### config.mk
export PLATFORM = sky130hd
export DESIGN_NAME = qcpu_top
export DESIGN_NICKNAME = d
export VERILOG_FILES = /design/src/verilog/qcpu_pkg.sv /design/src/verilog/qcpu_sequencer.sv /design/src/verilog/qcpu_regfile.sv /design/src/verilog/qcpu_alu.sv /design/src/verilog/qcpu_io.sv /design/src/verilog/qcpu_top.sv
export SDC_FILE = /design/constraint.sdc
export NUM_CORES = 1
export LEC_CHECK = 0
export BUFFER_PORTS_ARGS = -buffer_cell sky130_fd_sc_hd__clkbuf_2
export CORE_MARGIN = 4
export CORE_UTILIZATION = 50
export CTS_CLUSTER_SIZE = 28
export DETAILED_ROUTE_END_ITERATION = 10
export GPL_TIMING_DRIVEN = 0
export PLACE_DENSITY_LB_ADDON = 0.3
export SETUP_SLACK_MARGIN = 0.4
export SYNTH_ARGS = -nofsm -noshare
export SYNTH_HDL_FRONTEND = slang
export SYNTH_SLANG_ARGS = --single-unit
### constraint.sdc
create_clock -name clk -period 10 [get_ports clk]
set_input_delay 1 -clock clk [delete_from_list [all_inputs] [get_ports clk]]
set_output_delay 1 -clock clk [all_outputs]
set_load 0.03 [all_outputs]
### src/verilog/qcpu_pkg.sv
`default_nettype none

package qcpu_pkg;

	localparam int data_w     = 8;
	localparam int addr_w     = 14;
	localparam int ram_addr_w = 6;
	localparam int reg_sel_w  = 4;

	typedef logic [data_w-1:0]     data_t;
	typedef logic [addr_w-1:0]     pc_t;
	typedef logic [ram_addr_w-1:0] ram_addr_t;
	typedef logic [reg_sel_w-1:0]  reg_sel_t;

	// Opcode 15 of this field marks an EXT instruction
	typedef enum logic [3:0] {
		alu_add, alu_adc, alu_sub, alu_sbc, alu_and, alu_or, alu_xor, alu_not,
		alu_addi, alu_adci, alu_subi, alu_sbci, alu_link, alu_jmpi, alu_cmp
	} alu_op_e;

	typedef enum logic [3:0] {
		ext_shr = 4'd0, ext_shrc = 4'd1, ext_shl = 4'd2, ext_shlc = 4'd3,
		ext_ror = 4'd4, ext_rol = 4'd5, ext_ioaddr = 4'd6, ext_iow = 4'd7,
		ext_ior = 4'd8, ext_cmpi = 4'd9, ext_reti = 4'd11, ext_mul = 4'd12,
		ext_getf = 4'd13, ext_setf = 4'd14
	} ext_op_e;

	typedef enum logic [1:0] {
		cyc_fetch, cyc_decode, cyc_execute, cyc_int
	} cycle_e;

	localparam data_t io_porta_ddr = 8'd0;
	localparam data_t io_porta     = 8'd1;
	localparam data_t io_portb_ddr = 8'd2;
	localparam data_t io_portb     = 8'd3;
	localparam data_t io_pina      = 8'd4;
	localparam data_t io_pinb      = 8'd5;

	localparam pc_t int_vector = 14'd1;

	typedef union packed {
		struct packed {
			logic [3:0] prefix; // 0100
			reg_sel_t   rd;
			data_t      value;
		} immediate;
		struct packed {
			logic [3:0] prefix; // 0101
			alu_op_e    op;
			reg_sel_t   r1;
			reg_sel_t   r2;     // Or 4-bit immediate
		} regreg;
		struct packed {
			logic [2:0]  prefix; // 011
			logic [1:0]  cond;
			logic [10:0] offset;
		} branch;
		struct packed {
			logic [1:0] prefix; // 00
			pc_t        target;
		} jump;
		struct packed {
			logic [1:0] prefix; // 10 store, 11 load
			ram_addr_t  base;
			reg_sel_t   rd;
			reg_sel_t   idx;
		} loadstore;
		struct packed {
			logic [7:0] prefix; // 0101_1111
			ext_op_e    op;
			reg_sel_t   rs;
		} ext;
	} instr_t;

	function automatic logic is_ext(instr_t i);
		return i.ext.prefix == 8'h5f;
	endfunction

	function automatic logic is_regreg(instr_t i);
		return i.regreg.prefix == 4'b0101 && !is_ext(i);
	endfunction

	function automatic logic is_imm(instr_t i);
		return i.immediate.prefix == 4'b0100;
	endfunction

	function automatic logic is_load(instr_t i);
		return i.loadstore.prefix == 2'b11;
	endfunction

endpackage

`default_nettype wire

### src/verilog/qcpu_sequencer.sv
`default_nettype none

module qcpu_sequencer (
	input  logic             clk,
	input  logic             rst_n,
	input  logic             intb,
	input  qcpu_pkg::instr_t rom_data,
	input  logic             c_next,
	input  logic             z_next,
	input  logic             flag_we,
	input  logic [15:0]      pair_data,
	output qcpu_pkg::pc_t    rom_addr,
	output qcpu_pkg::instr_t instr,
	output qcpu_pkg::cycle_e state,
	output logic             c_flag,
	output logic             z_flag,
	output logic             reg_we,
	output logic             pair_we,
	output logic             ram_we,
	output qcpu_pkg::pc_t    link_pc,
	output logic             int_entry,
	output logic             int_return
);
	import qcpu_pkg::*;

	pc_t        pc;
	pc_t        pc_next;
	pc_t        saved_pc;
	logic       ie;
	logic [2:0] saved_flags; // IE, Z, C
	logic       intb_q;
	logic       int_pending;
	logic       execute;
	logic       taken;
	logic       is_reti;
	logic       rr_writes;
	logic       ext_writes;

	assign rom_addr   = pc;
	assign link_pc    = pc + 14'd2; // Skips the jump indirect that follows link
	assign execute    = state == cyc_execute;
	assign is_reti    = is_ext(instr) && instr.ext.op == ext_reti;
	assign int_entry  = state == cyc_int;
	assign int_return = execute && is_reti;

	always_comb begin
		case (instr.branch.cond)
			2'd0: taken = !c_flag;
			2'd1: taken = c_flag;
			2'd2: taken = !z_flag;
			default: taken = z_flag;
		endcase
	end

	always_comb begin
		pc_next = pc + 14'd1;
		if (instr.jump.prefix == 2'b00)
			pc_next = instr.jump.target;
		else if (instr.branch.prefix == 3'b011 && taken)
			pc_next = pc + {{3{instr.branch.offset[10]}}, instr.branch.offset};
		else if (is_regreg(instr) && instr.regreg.op == alu_jmpi)
			pc_next = pair_data[13:0]; // R2:R1
		else if (is_reti)
			pc_next = saved_pc;
	end

	assign rr_writes = is_regreg(instr) && !(instr.regreg.op inside {alu_link, alu_jmpi, alu_cmp});
	assign ext_writes = is_ext(instr) && (instr.ext.op inside
		{ext_shr, ext_shrc, ext_shl, ext_shlc, ext_ror, ext_rol, ext_ior, ext_getf});

	assign reg_we  = execute && (is_imm(instr) || is_load(instr) || rr_writes || ext_writes);
	assign pair_we = execute && ((is_regreg(instr) && instr.regreg.op == alu_link) ||
		(is_ext(instr) && instr.ext.op == ext_mul));
	assign ram_we  = execute && instr.loadstore.prefix == 2'b10;

	always_ff @(posedge clk) begin
		if (state == cyc_decode)
			instr <= rom_data;
	end

	always_ff @(posedge clk) begin
		if (!rst_n) begin
			state       <= cyc_fetch;
			pc          <= '0;
			c_flag      <= 1'b0;
			z_flag      <= 1'b0;
			ie          <= 1'b0;
			saved_pc    <= '0;
			saved_flags <= '0;
			intb_q      <= 1'b1;
			int_pending <= 1'b0;
		end else begin
			intb_q <= intb;
			if (!intb && intb_q)
				int_pending <= 1'b1; // Falling edge
			else if (state == cyc_fetch)
				int_pending <= 1'b0;

			case (state)
				cyc_fetch: state <= (int_pending && ie) ? cyc_int : cyc_decode;
				cyc_decode: state <= cyc_execute;
				cyc_execute: begin
					pc <= pc_next;
					if (is_reti) begin
						{ie, z_flag, c_flag} <= saved_flags;
					end else if (is_ext(instr) && instr.ext.op == ext_setf) begin
						{ie, z_flag, c_flag} <= pair_data[2:0]; // Taken from R1
					end else if (flag_we) begin
						c_flag <= c_next;
						z_flag <= z_next;
					end
					state <= cyc_fetch;
				end
				default: begin
					saved_pc    <= pc;
					saved_flags <= {ie, z_flag, c_flag};
					ie          <= 1'b0;
					pc          <= int_vector;
					state       <= cyc_fetch;
				end
			endcase
		end
	end

endmodule

`default_nettype wire

### src/verilog/qcpu_regfile.sv
`default_nettype none

module qcpu_regfile (
	input  logic               clk,
	input  logic               rst_n,
	input  logic               we,
	input  qcpu_pkg::reg_sel_t wr_sel,
	input  qcpu_pkg::data_t    wr_data,
	input  logic               pair_we,
	input  logic [15:0]        pair_wdata,
	input  qcpu_pkg::reg_sel_t ra_sel,
	input  qcpu_pkg::reg_sel_t rb_sel,
	output qcpu_pkg::data_t    ra_data,
	output qcpu_pkg::data_t    rb_data,
	output logic [15:0]        pair_data
);
	import qcpu_pkg::*;

	data_t regs [1:15]; // R0 has no storage

	assign ra_data   = (ra_sel == '0) ? '0 : regs[ra_sel];
	assign rb_data   = (rb_sel == '0) ? '0 : regs[rb_sel];
	assign pair_data = {regs[2], regs[1]};

	always_ff @(posedge clk) begin
		if (!rst_n) begin
			for (int i = 1; i < 16; i++)
				regs[i] <= '0;
		end else if (pair_we) begin
			regs[1] <= pair_wdata[7:0];
			regs[2] <= pair_wdata[15:8];
		end else if (we && wr_sel != '0) begin
			regs[wr_sel] <= wr_data;
		end
	end

endmodule

`default_nettype wire

### src/verilog/qcpu_alu.sv
`default_nettype none

module qcpu_alu (
	input  qcpu_pkg::instr_t   instr,
	input  qcpu_pkg::data_t    ra_data,
	input  qcpu_pkg::data_t    rb_data,
	input  qcpu_pkg::data_t    r1_data,
	input  qcpu_pkg::data_t    io_rdata,
	input  logic               c_flag,
	input  logic               z_flag,
	input  qcpu_pkg::pc_t      link_pc,
	output qcpu_pkg::data_t    result,
	output qcpu_pkg::reg_sel_t wr_sel,
	output logic [15:0]        pair_result,
	output logic               c_next,
	output logic               z_next,
	output logic               flag_we
);
	import qcpu_pkg::*;

	data_t      nib;     // Zero-extended nibble field
	logic [8:0] rr_res;
	data_t      ext_res;

	assign nib = {4'h0, instr.regreg.r2};
	assign pair_result = (is_ext(instr) && instr.ext.op == ext_mul) ?
		r1_data * rb_data : {2'b00, link_pc};

	always_comb begin
		case (instr.regreg.op)
			alu_add:  rr_res = {1'b0, ra_data} + {1'b0, rb_data};
			alu_adc:  rr_res = {1'b0, ra_data} + {1'b0, rb_data} + c_flag;
			alu_sub:  rr_res = {1'b0, ra_data} + {1'b0, ~rb_data} + 9'd1;
			alu_sbc:  rr_res = {1'b0, ra_data} + {1'b0, ~rb_data} + c_flag;
			alu_and:  rr_res = {c_flag, ra_data & rb_data};
			alu_or:   rr_res = {c_flag, ra_data | rb_data};
			alu_xor:  rr_res = {c_flag, ra_data ^ rb_data};
			alu_not:  rr_res = {c_flag, ~rb_data};
			alu_addi: rr_res = {1'b0, ra_data} + {1'b0, nib};
			alu_adci: rr_res = {1'b0, ra_data} + {1'b0, nib} + c_flag;
			alu_subi: rr_res = {1'b0, ra_data} + {1'b0, ~nib} + 9'd1;
			alu_sbci: rr_res = {1'b0, ra_data} + {1'b0, ~nib} + c_flag;
			default:  rr_res = {c_flag, ra_data};
		endcase
	end

	always_comb begin
		case (instr.ext.op)
			ext_shr:  ext_res = {1'b0, rb_data[7:1]};
			ext_shrc: ext_res = {c_flag, rb_data[7:1]};
			ext_shl:  ext_res = {rb_data[6:0], 1'b0};
			ext_shlc: ext_res = {rb_data[6:0], c_flag};
			ext_ror:  ext_res = {rb_data[0], rb_data[7:1]};
			ext_rol:  ext_res = {rb_data[6:0], rb_data[7]};
			ext_getf: ext_res = {6'b0, z_flag, c_flag};
			default:  ext_res = io_rdata; // I/O read
		endcase
	end

	always_comb begin
		result  = rr_res[7:0];
		wr_sel  = instr.regreg.r1;
		c_next  = c_flag;
		z_next  = z_flag;
		flag_we = 1'b0;
		if (is_imm(instr)) begin
			result = instr.immediate.value;
			wr_sel = instr.immediate.rd;
		end else if (is_load(instr)) begin
			result = io_rdata; // RAM data on loads
			wr_sel = instr.loadstore.rd;
		end else if (is_ext(instr)) begin
			result = ext_res;
			wr_sel = instr.ext.rs;
			if (instr.ext.op inside {ext_shr, ext_shrc, ext_shl, ext_shlc, ext_ror, ext_rol}) begin
				z_next  = ext_res == '0;
				flag_we = 1'b1;
			end
			if (instr.ext.op inside {ext_shr, ext_shrc})
				c_next = rb_data[0];
			else if (instr.ext.op inside {ext_shl, ext_shlc})
				c_next = rb_data[7];
			else if (instr.ext.op == ext_cmpi) begin
				c_next  = r1_data >= nib;
				z_next  = r1_data == nib;
				flag_we = 1'b1;
			end
		end else if (is_regreg(instr)) begin
			if (instr.regreg.op == alu_cmp) begin
				c_next  = ra_data >= rb_data;
				z_next  = ra_data == rb_data;
				flag_we = 1'b1;
			end else if (!(instr.regreg.op inside {alu_link, alu_jmpi})) begin
				c_next  = rr_res[8];
				z_next  = rr_res[7:0] == '0;
				flag_we = 1'b1;
			end
		end
	end

endmodule

`default_nettype wire

### src/verilog/qcpu_io.sv
`default_nettype none

module qcpu_io (
	input  logic             clk,
	input  logic             rst_n,
	input  qcpu_pkg::instr_t instr,
	input  logic             execute,
	input  qcpu_pkg::data_t  wdata,
	input  qcpu_pkg::data_t  pina,
	input  qcpu_pkg::data_t  pinb,
	input  logic             int_entry,
	input  logic             int_return,
	output qcpu_pkg::data_t  io_rdata,
	output qcpu_pkg::data_t  porta,
	output qcpu_pkg::data_t  portb,
	output qcpu_pkg::data_t  porta_ddr,
	output qcpu_pkg::data_t  portb_ddr
);
	import qcpu_pkg::*;

	data_t io_addr;
	data_t saved_addr;
	logic  imm_addr; // Immediate to R0 sets the address
	logic  set_addr;
	logic  io_write;

	assign imm_addr = execute && is_imm(instr) && instr.immediate.rd == '0;
	assign set_addr = execute && is_ext(instr) && instr.ext.op == ext_ioaddr;
	assign io_write = execute && is_ext(instr) && instr.ext.op == ext_iow;

	always_ff @(posedge clk) begin
		if (!rst_n) begin
			io_addr    <= '0;
			saved_addr <= '0;
			porta      <= '0;
			portb      <= '0;
			porta_ddr  <= '0;
			portb_ddr  <= '0;
		end else begin
			if (int_entry)
				saved_addr <= io_addr;
			if (int_return)
				io_addr <= saved_addr;
			else if (imm_addr)
				io_addr <= instr.immediate.value;
			else if (set_addr)
				io_addr <= wdata;
			if (io_write) begin
				case (io_addr)
					io_porta_ddr: porta_ddr <= wdata;
					io_porta:     porta     <= wdata;
					io_portb_ddr: portb_ddr <= wdata;
					io_portb:     portb     <= wdata;
					default: ; // Pin registers are read only
				endcase
			end
		end
	end

	always_comb begin
		case (io_addr)
			io_porta_ddr: io_rdata = porta_ddr;
			io_porta:     io_rdata = porta;
			io_portb_ddr: io_rdata = portb_ddr;
			io_portb:     io_rdata = portb;
			io_pina:      io_rdata = pina;
			io_pinb:      io_rdata = pinb;
			default:      io_rdata = '0;
		endcase
	end

endmodule

`default_nettype wire

### src/verilog/qcpu_top.sv
`default_nettype none

module qcpu_top (
	input  logic                clk,
	input  logic                rst_n,
	input  logic [15:0]         rom_data,
	input  qcpu_pkg::data_t     ram_rdata,
	input  qcpu_pkg::data_t     pina,
	input  qcpu_pkg::data_t     pinb,
	input  logic                intb,
	output qcpu_pkg::pc_t       rom_addr,
	output qcpu_pkg::ram_addr_t ram_addr,
	output qcpu_pkg::data_t     ram_wdata,
	output logic                ram_we,
	output qcpu_pkg::data_t     porta,
	output qcpu_pkg::data_t     portb,
	output qcpu_pkg::data_t     porta_ddr,
	output qcpu_pkg::data_t     portb_ddr
);
	import qcpu_pkg::*;

	instr_t      instr;
	cycle_e      state;
	logic        c_flag;
	logic        z_flag;
	logic        c_next;
	logic        z_next;
	logic        flag_we;
	logic        reg_we;
	logic        pair_we;
	logic        int_entry;
	logic        int_return;
	pc_t         link_pc;
	data_t       ra_data;
	data_t       rb_data;
	data_t       result;
	data_t       io_rdata;
	data_t       rd_data;
	reg_sel_t    wr_sel;
	logic [15:0] pair_data;
	logic [15:0] pair_result;

	assign ram_addr  = instr.loadstore.base + rb_data[ram_addr_w-1:0];
	assign ram_wdata = ra_data;
	assign rd_data   = is_load(instr) ? ram_rdata : io_rdata;

	qcpu_sequencer qcpu_sequencer_i (
		.clk(clk), .rst_n(rst_n), .intb(intb), .rom_data(rom_data),
		.c_next(c_next), .z_next(z_next), .flag_we(flag_we), .pair_data(pair_data),
		.rom_addr(rom_addr), .instr(instr), .state(state),
		.c_flag(c_flag), .z_flag(z_flag),
		.reg_we(reg_we), .pair_we(pair_we), .ram_we(ram_we), .link_pc(link_pc),
		.int_entry(int_entry), .int_return(int_return)
	);

	// r1 shares bits with the load/store destination, r2 with index and ext register
	qcpu_regfile qcpu_regfile_i (
		.clk(clk), .rst_n(rst_n), .we(reg_we), .wr_sel(wr_sel), .wr_data(result),
		.pair_we(pair_we), .pair_wdata(pair_result),
		.ra_sel(instr.regreg.r1), .rb_sel(instr.regreg.r2),
		.ra_data(ra_data), .rb_data(rb_data), .pair_data(pair_data)
	);

	qcpu_alu qcpu_alu_i (
		.instr(instr), .ra_data(ra_data), .rb_data(rb_data), .r1_data(pair_data[7:0]),
		.io_rdata(rd_data), .c_flag(c_flag), .z_flag(z_flag), .link_pc(link_pc),
		.result(result), .wr_sel(wr_sel), .pair_result(pair_result),
		.c_next(c_next), .z_next(z_next), .flag_we(flag_we)
	);

	qcpu_io qcpu_io_i (
		.clk(clk), .rst_n(rst_n), .instr(instr), .execute(state == cyc_execute),
		.wdata(rb_data), .pina(pina), .pinb(pinb),
		.int_entry(int_entry), .int_return(int_return),
		.io_rdata(io_rdata), .porta(porta), .portb(portb),
		.porta_ddr(porta_ddr), .portb_ddr(portb_ddr)
	);

endmodule

`default_nettype wire

==> summary.txt, run 1 <==
Synthesis
  – Yosys warnings: 0
  – Post-synth EDFFs: 144
  – Main synth FF type: edfxtp_1
  – Syn Std Cell Area: between 15000 and 20000 µm²
  – Seq/Total Area, Yosys: 32.38%
  – #FFs+latches synth: 238
  – Mapped Cells: between 2000 and 2500
  – Mean area per synthesized cell: 8.910 µm²
  – FFs w/ async S/R, synth: 0%
  – Area contributors post-synth: edfxtp_1 (23%), dfxtp_1 (9.8%), mux4_2 (8.1%)
  – Cell taking the most area after synthesis: edfxtp_1
  – Most frequent cell after synthesis: nand2_1
  – Yosys cell types: 99
  – Top cells by count, synth: nand2_1 (271), nor2_1 (256), edfxtp_1 (144), o21ai_0 (119), a21oi_1 (117)
  – Top-area cell type share of the netlist area: 22.56%

Hold path
  – Hold Startpoint: qcpu_io_i.saved_addr[6]
  – Hold path endpoint: qcpu_io_i.saved_addr[6]
  – Tightest Hold Check Type: reg -> reg
  – Worst hold path stage count: 2

CTS
  – Clock sinks: 238
  – H-tree levels: 1
  – Post-CTS Repair Setup Buffers: 0
  – Hold-fix buffers, CTS: 0
  – Root buf cell: clkbuf_16
  – Reg clk slew, reported paths: 0.06 ns
  – Clk_lat worst skew: 0.57 ns
  – TritonCTS clock tree: yes
  – Clock buffer count from CTS: 27
  – PostCTS Resize Cnt: 0
  – Longest Clk Path Bufs: 3

Timing
  – Worst-Margin Slew: 1.426 ns
  – Final TNS setup: 0 ns
  – RSZ-0062 raised after global routing: no
  – Final Cycle Share: 88.31%
  – Max-slew violations: 0
  – Final min period: 8.831 ns
  – Fin Clk Skew: 0.01757 ns
  – FMAX: 0.1132 GHz
  – Final setup vio count: 0
  – Slew margin rel.: 4.169%
  – Final worst setup slack: 1.169 ns
  – Final hold vios: 0
  – Worst hold slack: 0.4656 ns

Final layout
  – Area grow syn2layout: 11.61%
  – Nets: between 2000 and 2500
  – Fraction of layout cells with a size suffix above 1: 12.66%

Detailed routing
  – Pre-Repair DR Iteration Count: 7
  – Iteration-0 DRC Markers: 2259
  – DRC Markers: 0
  – Total routed wirelength: 74920 µm
  – Vias per cell: 6.512
  – Antenna Nets Post-Route: 0
  – Vias: 18400
  – Avg WL per Cell: 26.51 µm

Worst setup path
  – Worst R2R End: qcpu_regfile_i.regs[2][7]
  – CP Launch Type: flop
  – Critical-path top delay cell: clkbuf_1
  – R2R depth: 31
  – CP required: approximately 10 ns
  – WP data arrival: 9.11 ns
  – Worst Path Class, Setup: reg -> reg
  – Crit path buf inv count: 10
  – Delay-heaviest family, CP: buffers and inverters
  – R2r setup slk: 1.17 ns
  – Crit path max fanout: 11
  – CP Capture Type: flop
  – Crit-path max cell delay: about 0.94 ns
  – Cell mode on critical path: inv_1

Placement
  – Port Buffers: about 100
  – GPL Wtd Cong: 1.017
  – HPWL Detailed: 57230 µm
  – Pre-CTS WS: roughly 1.2 ns

GRT
  – Largest net degree at the start of global routing: 26
  – Grt ovf: 0
  – Total GRT Usage: about a third
  – Number of global-route vias before repair: 17560
  – Initial antenna violation count: 0
  – First-pass GRT wire length: 110800 µm

Floorplanning
  – Die W: about 200 µm
  – Die Y-Extent: approximately 200 µm
  – Core footprint: 37760 µm²
  – Starting Density: 50.76%
  – Placement row count: 71
  – I/O pin count: about 100
  – Die Area: 41530 µm²

Power and ir drop
  – Max IR drop VDD: 0.0001386 V
  – P per Cell Area: 185.0 nW/µm²
  – Static Leak: between 8 and 9 nW
  – Total power: slightly below 0.004 W

Job
  – Max-cap viol count: 0

Status
  – Status: finished, final reports clean
tightest hold or removal path: cells and delay by family, from the launching register on:
kind / cells / cell delay [ns]
simple gates: 1 / 0.05
compound gates: 1 / 0.06
flops: 1 / 0.31
per-stage QoR:
step	cell area, µm²	std cells	util, %
after floorplan	19190	2158	-
after global placement	20350	2772	53.89
after detailed placement	20360	2774	53.94
after CTS	21360	2824	56.57
after global routing	21390	2825	56.65
final	21390	2826	56.65
cell usage in the layout (no fill, tap or decap), types with 12 or more instances in the layout:
| cell | Yosys | routed |
|---|---|---|
| nand2_1 | 271 | 271 |
| nor2_1 | 256 | 256 |
| edfxtp_1 | 144 | 144 |
| o21ai_0 | 119 | 119 |
| a21oi_1 | 117 | 117 |
| inv_1 | 116 | 116 |
| clkbuf_1 | 112 | 115 |
| clkbuf_2 | 1 | 104 |
| ha_1 | 97 | 97 |
| dfxtp_1 | 94 | 94 |
| mux2i_1 | 76 | 76 |
| mux4_2 | 69 | 69 |
| xnor2_1 | 49 | 49 |
| nor3_1 | 44 | 44 |
| fa_1 | 38 | 38 |
| nand3_1 | 33 | 33 |
| nor2b_1 | 29 | 29 |
| clkbuf_16 | 0 | 28 |
| and2_1 | 26 | 26 |
| xor2_1 | 26 | 26 |
| a21boi_0 | 23 | 23 |
| o22ai_1 | 21 | 21 |
| buf_2 | 19 | 20 |
| and3_1 | 19 | 19 |
| o211ai_1 | 18 | 18 |
| nand2b_1 | 17 | 17 |
| nand4_1 | 16 | 16 |
| a211oi_1 | 15 | 15 |
| a31oi_1 | 15 | 15 |
| o21bai_1 | 14 | 14 |
| a221oi_1 | 12 | 12 |
sequential cells by signal, summed over array words and instances, names as in the netlist, named ones only:
| register | cells |
|---|---|
| qcpu_io_i.io_addr | 8 |
| qcpu_io_i.porta | 8 |
| qcpu_io_i.porta_ddr | 8 |
| qcpu_io_i.portb | 8 |
| qcpu_io_i.portb_ddr | 8 |
| qcpu_io_i.saved_addr | 8 |
| qcpu_regfile_i.regs | 128 |
| qcpu_sequencer_i.c_flag | 1 |
| qcpu_sequencer_i.ie | 1 |
| qcpu_sequencer_i.instr | 16 |
| qcpu_sequencer_i.int_pending | 1 |
| qcpu_sequencer_i.intb_q | 1 |
| qcpu_sequencer_i.rom_addr | 14 |
| qcpu_sequencer_i.saved_flags | 3 |
| qcpu_sequencer_i.saved_pc | 14 |
| qcpu_sequencer_i.state | 2 |
| qcpu_sequencer_i.z_flag | 1 |
cell families after synthesis:
group | Yosys count | share of synthesized area [%]
AND/OR/NAND/NOR | 780 | 18.47
AO/OA/AOI/OAI | 497 | 17.24
buffers and inverters | 273 | 5.673
flip-flops | 238 | 32.38
multiplexers | 151 | 12.43
adder cells (fa/ha/maj) | 136 | 10.35
XOR/XNOR | 75 | 3.428
other | 1 | 0.01957
report_power, final:
group / total, W / switching [W] / internal [W] / leakage (nW)
logic: 0.00173 / 0.00116 / 0.000566 / 5.87
clock network: 0.00111 / 0.000439 / 0.000674 / 0.477
registers: 0.00112 / 0.0000377 / 0.00108 / 2.23
metal layers:
| layer | vias up | routed length (µm) | GRT usage [%] | part of all wire, % |
|---|---|---|---|---|
| li1 | 8041 | - | - | - |
| met1 | 8912 | 28660 | 46.53 | 38 |
| met3 | 217 | 8505 | 7.505 | 11 |
| met4 | 0 | 4162 | 15.73 | 5.6 |
| met2 | 1234 | 33590 | 55.59 | 45 |
| met5 | - | 0 | 0 | 0 |
worst max-delay path by stage:
stage	start	end	slack, ns	cells past startpoint
finish	flop	qcpu_regfile_i.regs[2][7]	1.17	31
global route	flop	qcpu_regfile_i.regs[2][7]	0.74	29
CTS	flop	qcpu_regfile_i.regs[2][7]	1.23	29
detailed placement	flop	qcpu_regfile_i.regs[2][7]	1.20	29
global placement	flop	qcpu_regfile_i.regs[2][7]	1.47	31
floorplan	flop	qcpu_regfile_i.regs[2][7]	3.69	29
layout make-up:
cell class | count | area [µm²]
Tap cell | 511 | 639.4
Sequential cell | 238 | 6206
Antenna cell | 1 | 2.502
Timing Repair Buffer | 106 | 555.5
Clock buffer | 31 | 711.9
Buffer | 147 | 614.3
Fill cell | 3408 | 16370
Multi-Input combinational cell | 1647 | 11900
Inverter | 126 | 473.0
Clock inverter | 19 | 282.8
Power figures use the tool's default switching activity.
==> run 2: changes to the inputs <==
- CORE_ASPECT_RATIO: default -> 0.9
==> run 2 against run 1 <==
  * Via count is 0.42% higher
  * Critical path depth unchanged
  * Sequential share of layout area increased by 0.28 points
  * First-iteration DRC count is essentially flat
  * Register-to-register slack worse by 0.099 ns
  * Clock skew fell by 0.0036 ns
  * Global-route usage barely moved
  * Total power fell by 2.7%
  * Cell area is 0.95% lower
  * Final cell count decreased by 1.1%
  * Sequential power barely moved
  * Largest cell class unchanged
  * Largest power group unchanged
  * Highest routed layer unchanged
==> summary.txt, run 2 (synthesized netlist as in run 1, its figures left out) <==
Status
  – Status: finished, final reports clean

Detailed routing
  – Total routed wirelength: around 76000 µm
  – Vias per cell: between 6 and 7
  – Antenna Nets Post-Route: 0
  – Pre-Repair DR Iteration Count: 6
  – Avg WL per Cell: between 20 and 30 µm
  – Vias: 18480
  – Iteration-0 DRC Markers: 2258
  – DRC Markers: 0

CTS
  – TritonCTS clock tree: yes
  – Clk_lat worst skew: 0.58 ns
  – Post-CTS Repair Setup Buffers: 0
  – Reg clk slew, reported paths: around 0.070 ns
  – Hold-fix buffers, CTS: 0
  – Clock buffer count from CTS: 27
  – Longest Clk Path Bufs: 3
  – H-tree levels: 1
  – Root buf cell: clkbuf_16
  – PostCTS Resize Cnt: 0
  – Clock sinks: 238

Final layout
  – Most frequent cells in the layout: nand2_1 (271), nor2_1 (256), edfxtp_1 (144)
  – Nets: roughly 2500
  – Most common cell after layout, fill and taps aside: nand2_1
  – Filler cell count: around 3400
  – Post-route design area: 21190 µm²
  – Top Registers: qcpu_regfile_i.regs x128, qcpu_sequencer_i.instr x16
  – Multi-input logic area: 11910 µm²
  – Non-Filler Instances: ~2800
  – Largest Register: qcpu_regfile_i.regs
  – Largest register FFs: 128
  – FF/Latch Area: 6206 µm²
  – Area grow syn2layout: 10.54%
  – Fraction of layout cells with a size suffix above 1: about an eighth

Worst setup path
  – Critical-path top delay cell: clkbuf_1
  – Delay-heaviest family, CP: buffers and inverters
  – Crit path max fanout: 11
  – CP Capture Type: flop
  – Worst Path Class, Setup: reg -> reg
  – CP required: 10.29 ns
  – Crit-path max cell delay: 1.02 ns
  – Cell mode on critical path: inv_1
  – CP Launch Type: flop
  – WP data arrival: 9.22 ns
  – Crit path buf inv count: 10

Floorplanning
  – Die W: approximately 210 µm
  – Core footprint: approximately 38000 µm²
  – Die Y-Extent: 193.7 µm
  – Placement row count: 67
  – Die Area: roughly 42000 µm²
  – I/O pin count: 104
  – Starting Density: 51.03%

Timing
  – Fin Clk Skew: roughly 0.014 ns
  – Final Cycle Share: between 80% and 90%
  – Final min period: 8.930 ns
  – Slew margin rel.: 8.942%
  – Worst-Margin Slew: 1.355 ns
  – RSZ-0062 raised after global routing: no
  – Final TNS setup: 0 ns
  – Final hold vios: 0
  – Max-slew violations: 0
  – FMAX: 0.1120 GHz
  – Final setup vio count: 0

Power and ir drop
  – Static Leak: 8.506 nW
  – Clock power frac: 25.7%
  – Switching Share: 42.89%
  – Max IR drop VDD: between 0.00015 and 0.0002 V
  – P per Cell Area: 181.7 nW/µm²
  – Total power: between 0.003 and 0.004 W
  – Logic pwr share: a little under half
  – Internal power: 0.002198 W
  – Sw power: 0.001651 W
  – Seq pwr share: just under 30%

Placement
  – Area after DPL: a little over 20000 µm²
  – Port Buffers: roughly 100
  – HPWL Detailed: 57450 µm
  – GPL Wtd Cong: 1.019
  – Placed cell count: 2745

GRT
  – Initial antenna violation count: 1
  – Largest net degree at the start of global routing: 26
  – Total GRT Usage: 35.11%
  – Grt ovf: 0
  – First-pass GRT wire length: 111900 µm
  – Number of global-route vias before repair: 17650

Job
  – Max-cap viol count: 0

Hold path
  – Tightest Hold Check Type: reg -> reg
==> run 2: cell types whose count changed in the layout (fill, tap and decap cells not counted), moves of 2 or more <==
cell	previous run	this run
clkinv_1	8	10
clkinv_2	3	5
bufinv_16	6	2
inv_6	1	3
clkbuf_1	115	118
clkinvlp_4	3	0
clkinv_4	2	0
==> run 2: cell type report <==
type / instances / share of cell area (%)
Clock buffer: 34 / 3.313
Clock inverter: 15 / 0.6910
Multi-Input combinational cell: 1647 / 56.22
Inverter: 126 / 2.232
Sequential cell: 238 / 29.29
Timing Repair Buffer: 104 / 2.469
Buffer: 147 / 2.906
Antenna cell: 2 / 0.02362
Tap cell: 483 / 2.853
==> run 2: layer usage <==
| metal | routed length [µm] | track usage, % | share of wire [%] |
|---|---|---|---|
| met1 | 29530 | 48.06 | 39 |
| met2 | 33090 | 54.20 | 44 |
| met3 | 9068 | 6.894 | 12 |
| met4 | 4099 | 16.01 | 5.4 |
| met5 | 0 | 0 | 0 |
==> run 2: path summary, 6_finish.rpt <==
kind	from	to	slack, ns	cells after the start
hold reg to reg	qcpu_sequencer_i.intb_q	qcpu_sequencer_i.int_pending	0.45	2
hold / removal	qcpu_sequencer_i.intb_q	qcpu_sequencer_i.int_pending	0.45	2
setup / recovery	flop	qcpu_regfile_i.regs[2][5]	1.07	31
setup reg to reg	flop	qcpu_regfile_i.regs[2][5]	1.07	31
==> run 2: worst reg2reg max path, delay by kind of cell, from the launching register on <==
family / cells / cell delay, ns
AO/OA/AOI/OAI: 10 / 2.30
AND/OR/NAND/NOR: 3 / 0.53
buffers and inverters: 10 / 3.09
multiplexers: 2 / 0.40
flip-flops: 1 / 0.31
XOR/XNOR: 1 / 0.17
adder cells (fa/ha/maj): 5 / 1.86
==> run 2: power by group through the flow <==
stage / registers, W / logic [W] / clock network [W]
floorplan: 0.00112 / 0.00113 / 0
global placement: 0.00113 / 0.00167 / 0
CTS: 0.00111 / 0.00169 / 0.000982
global route: 0.00112 / 0.00186 / 0.00102
detailed placement: 0.00113 / 0.00168 / 0
finish: 0.00112 / 0.00174 / 0.000990
==> run 2: per-stage QoR <==
stage / setup WS, ns / util [%] / hold WS, ns
finish: 1.070 / 56.41 / 0.4514
global route: 0.6891 / 56.40 / 0.4890
CTS: 1.210 / 56.39 / 0.4532
detailed placement: 1.230 / 54.13 / 0.4442
global placement: 1.346 / 54.08 / 0.4418
floorplan: 3.687 / - / 0.4308
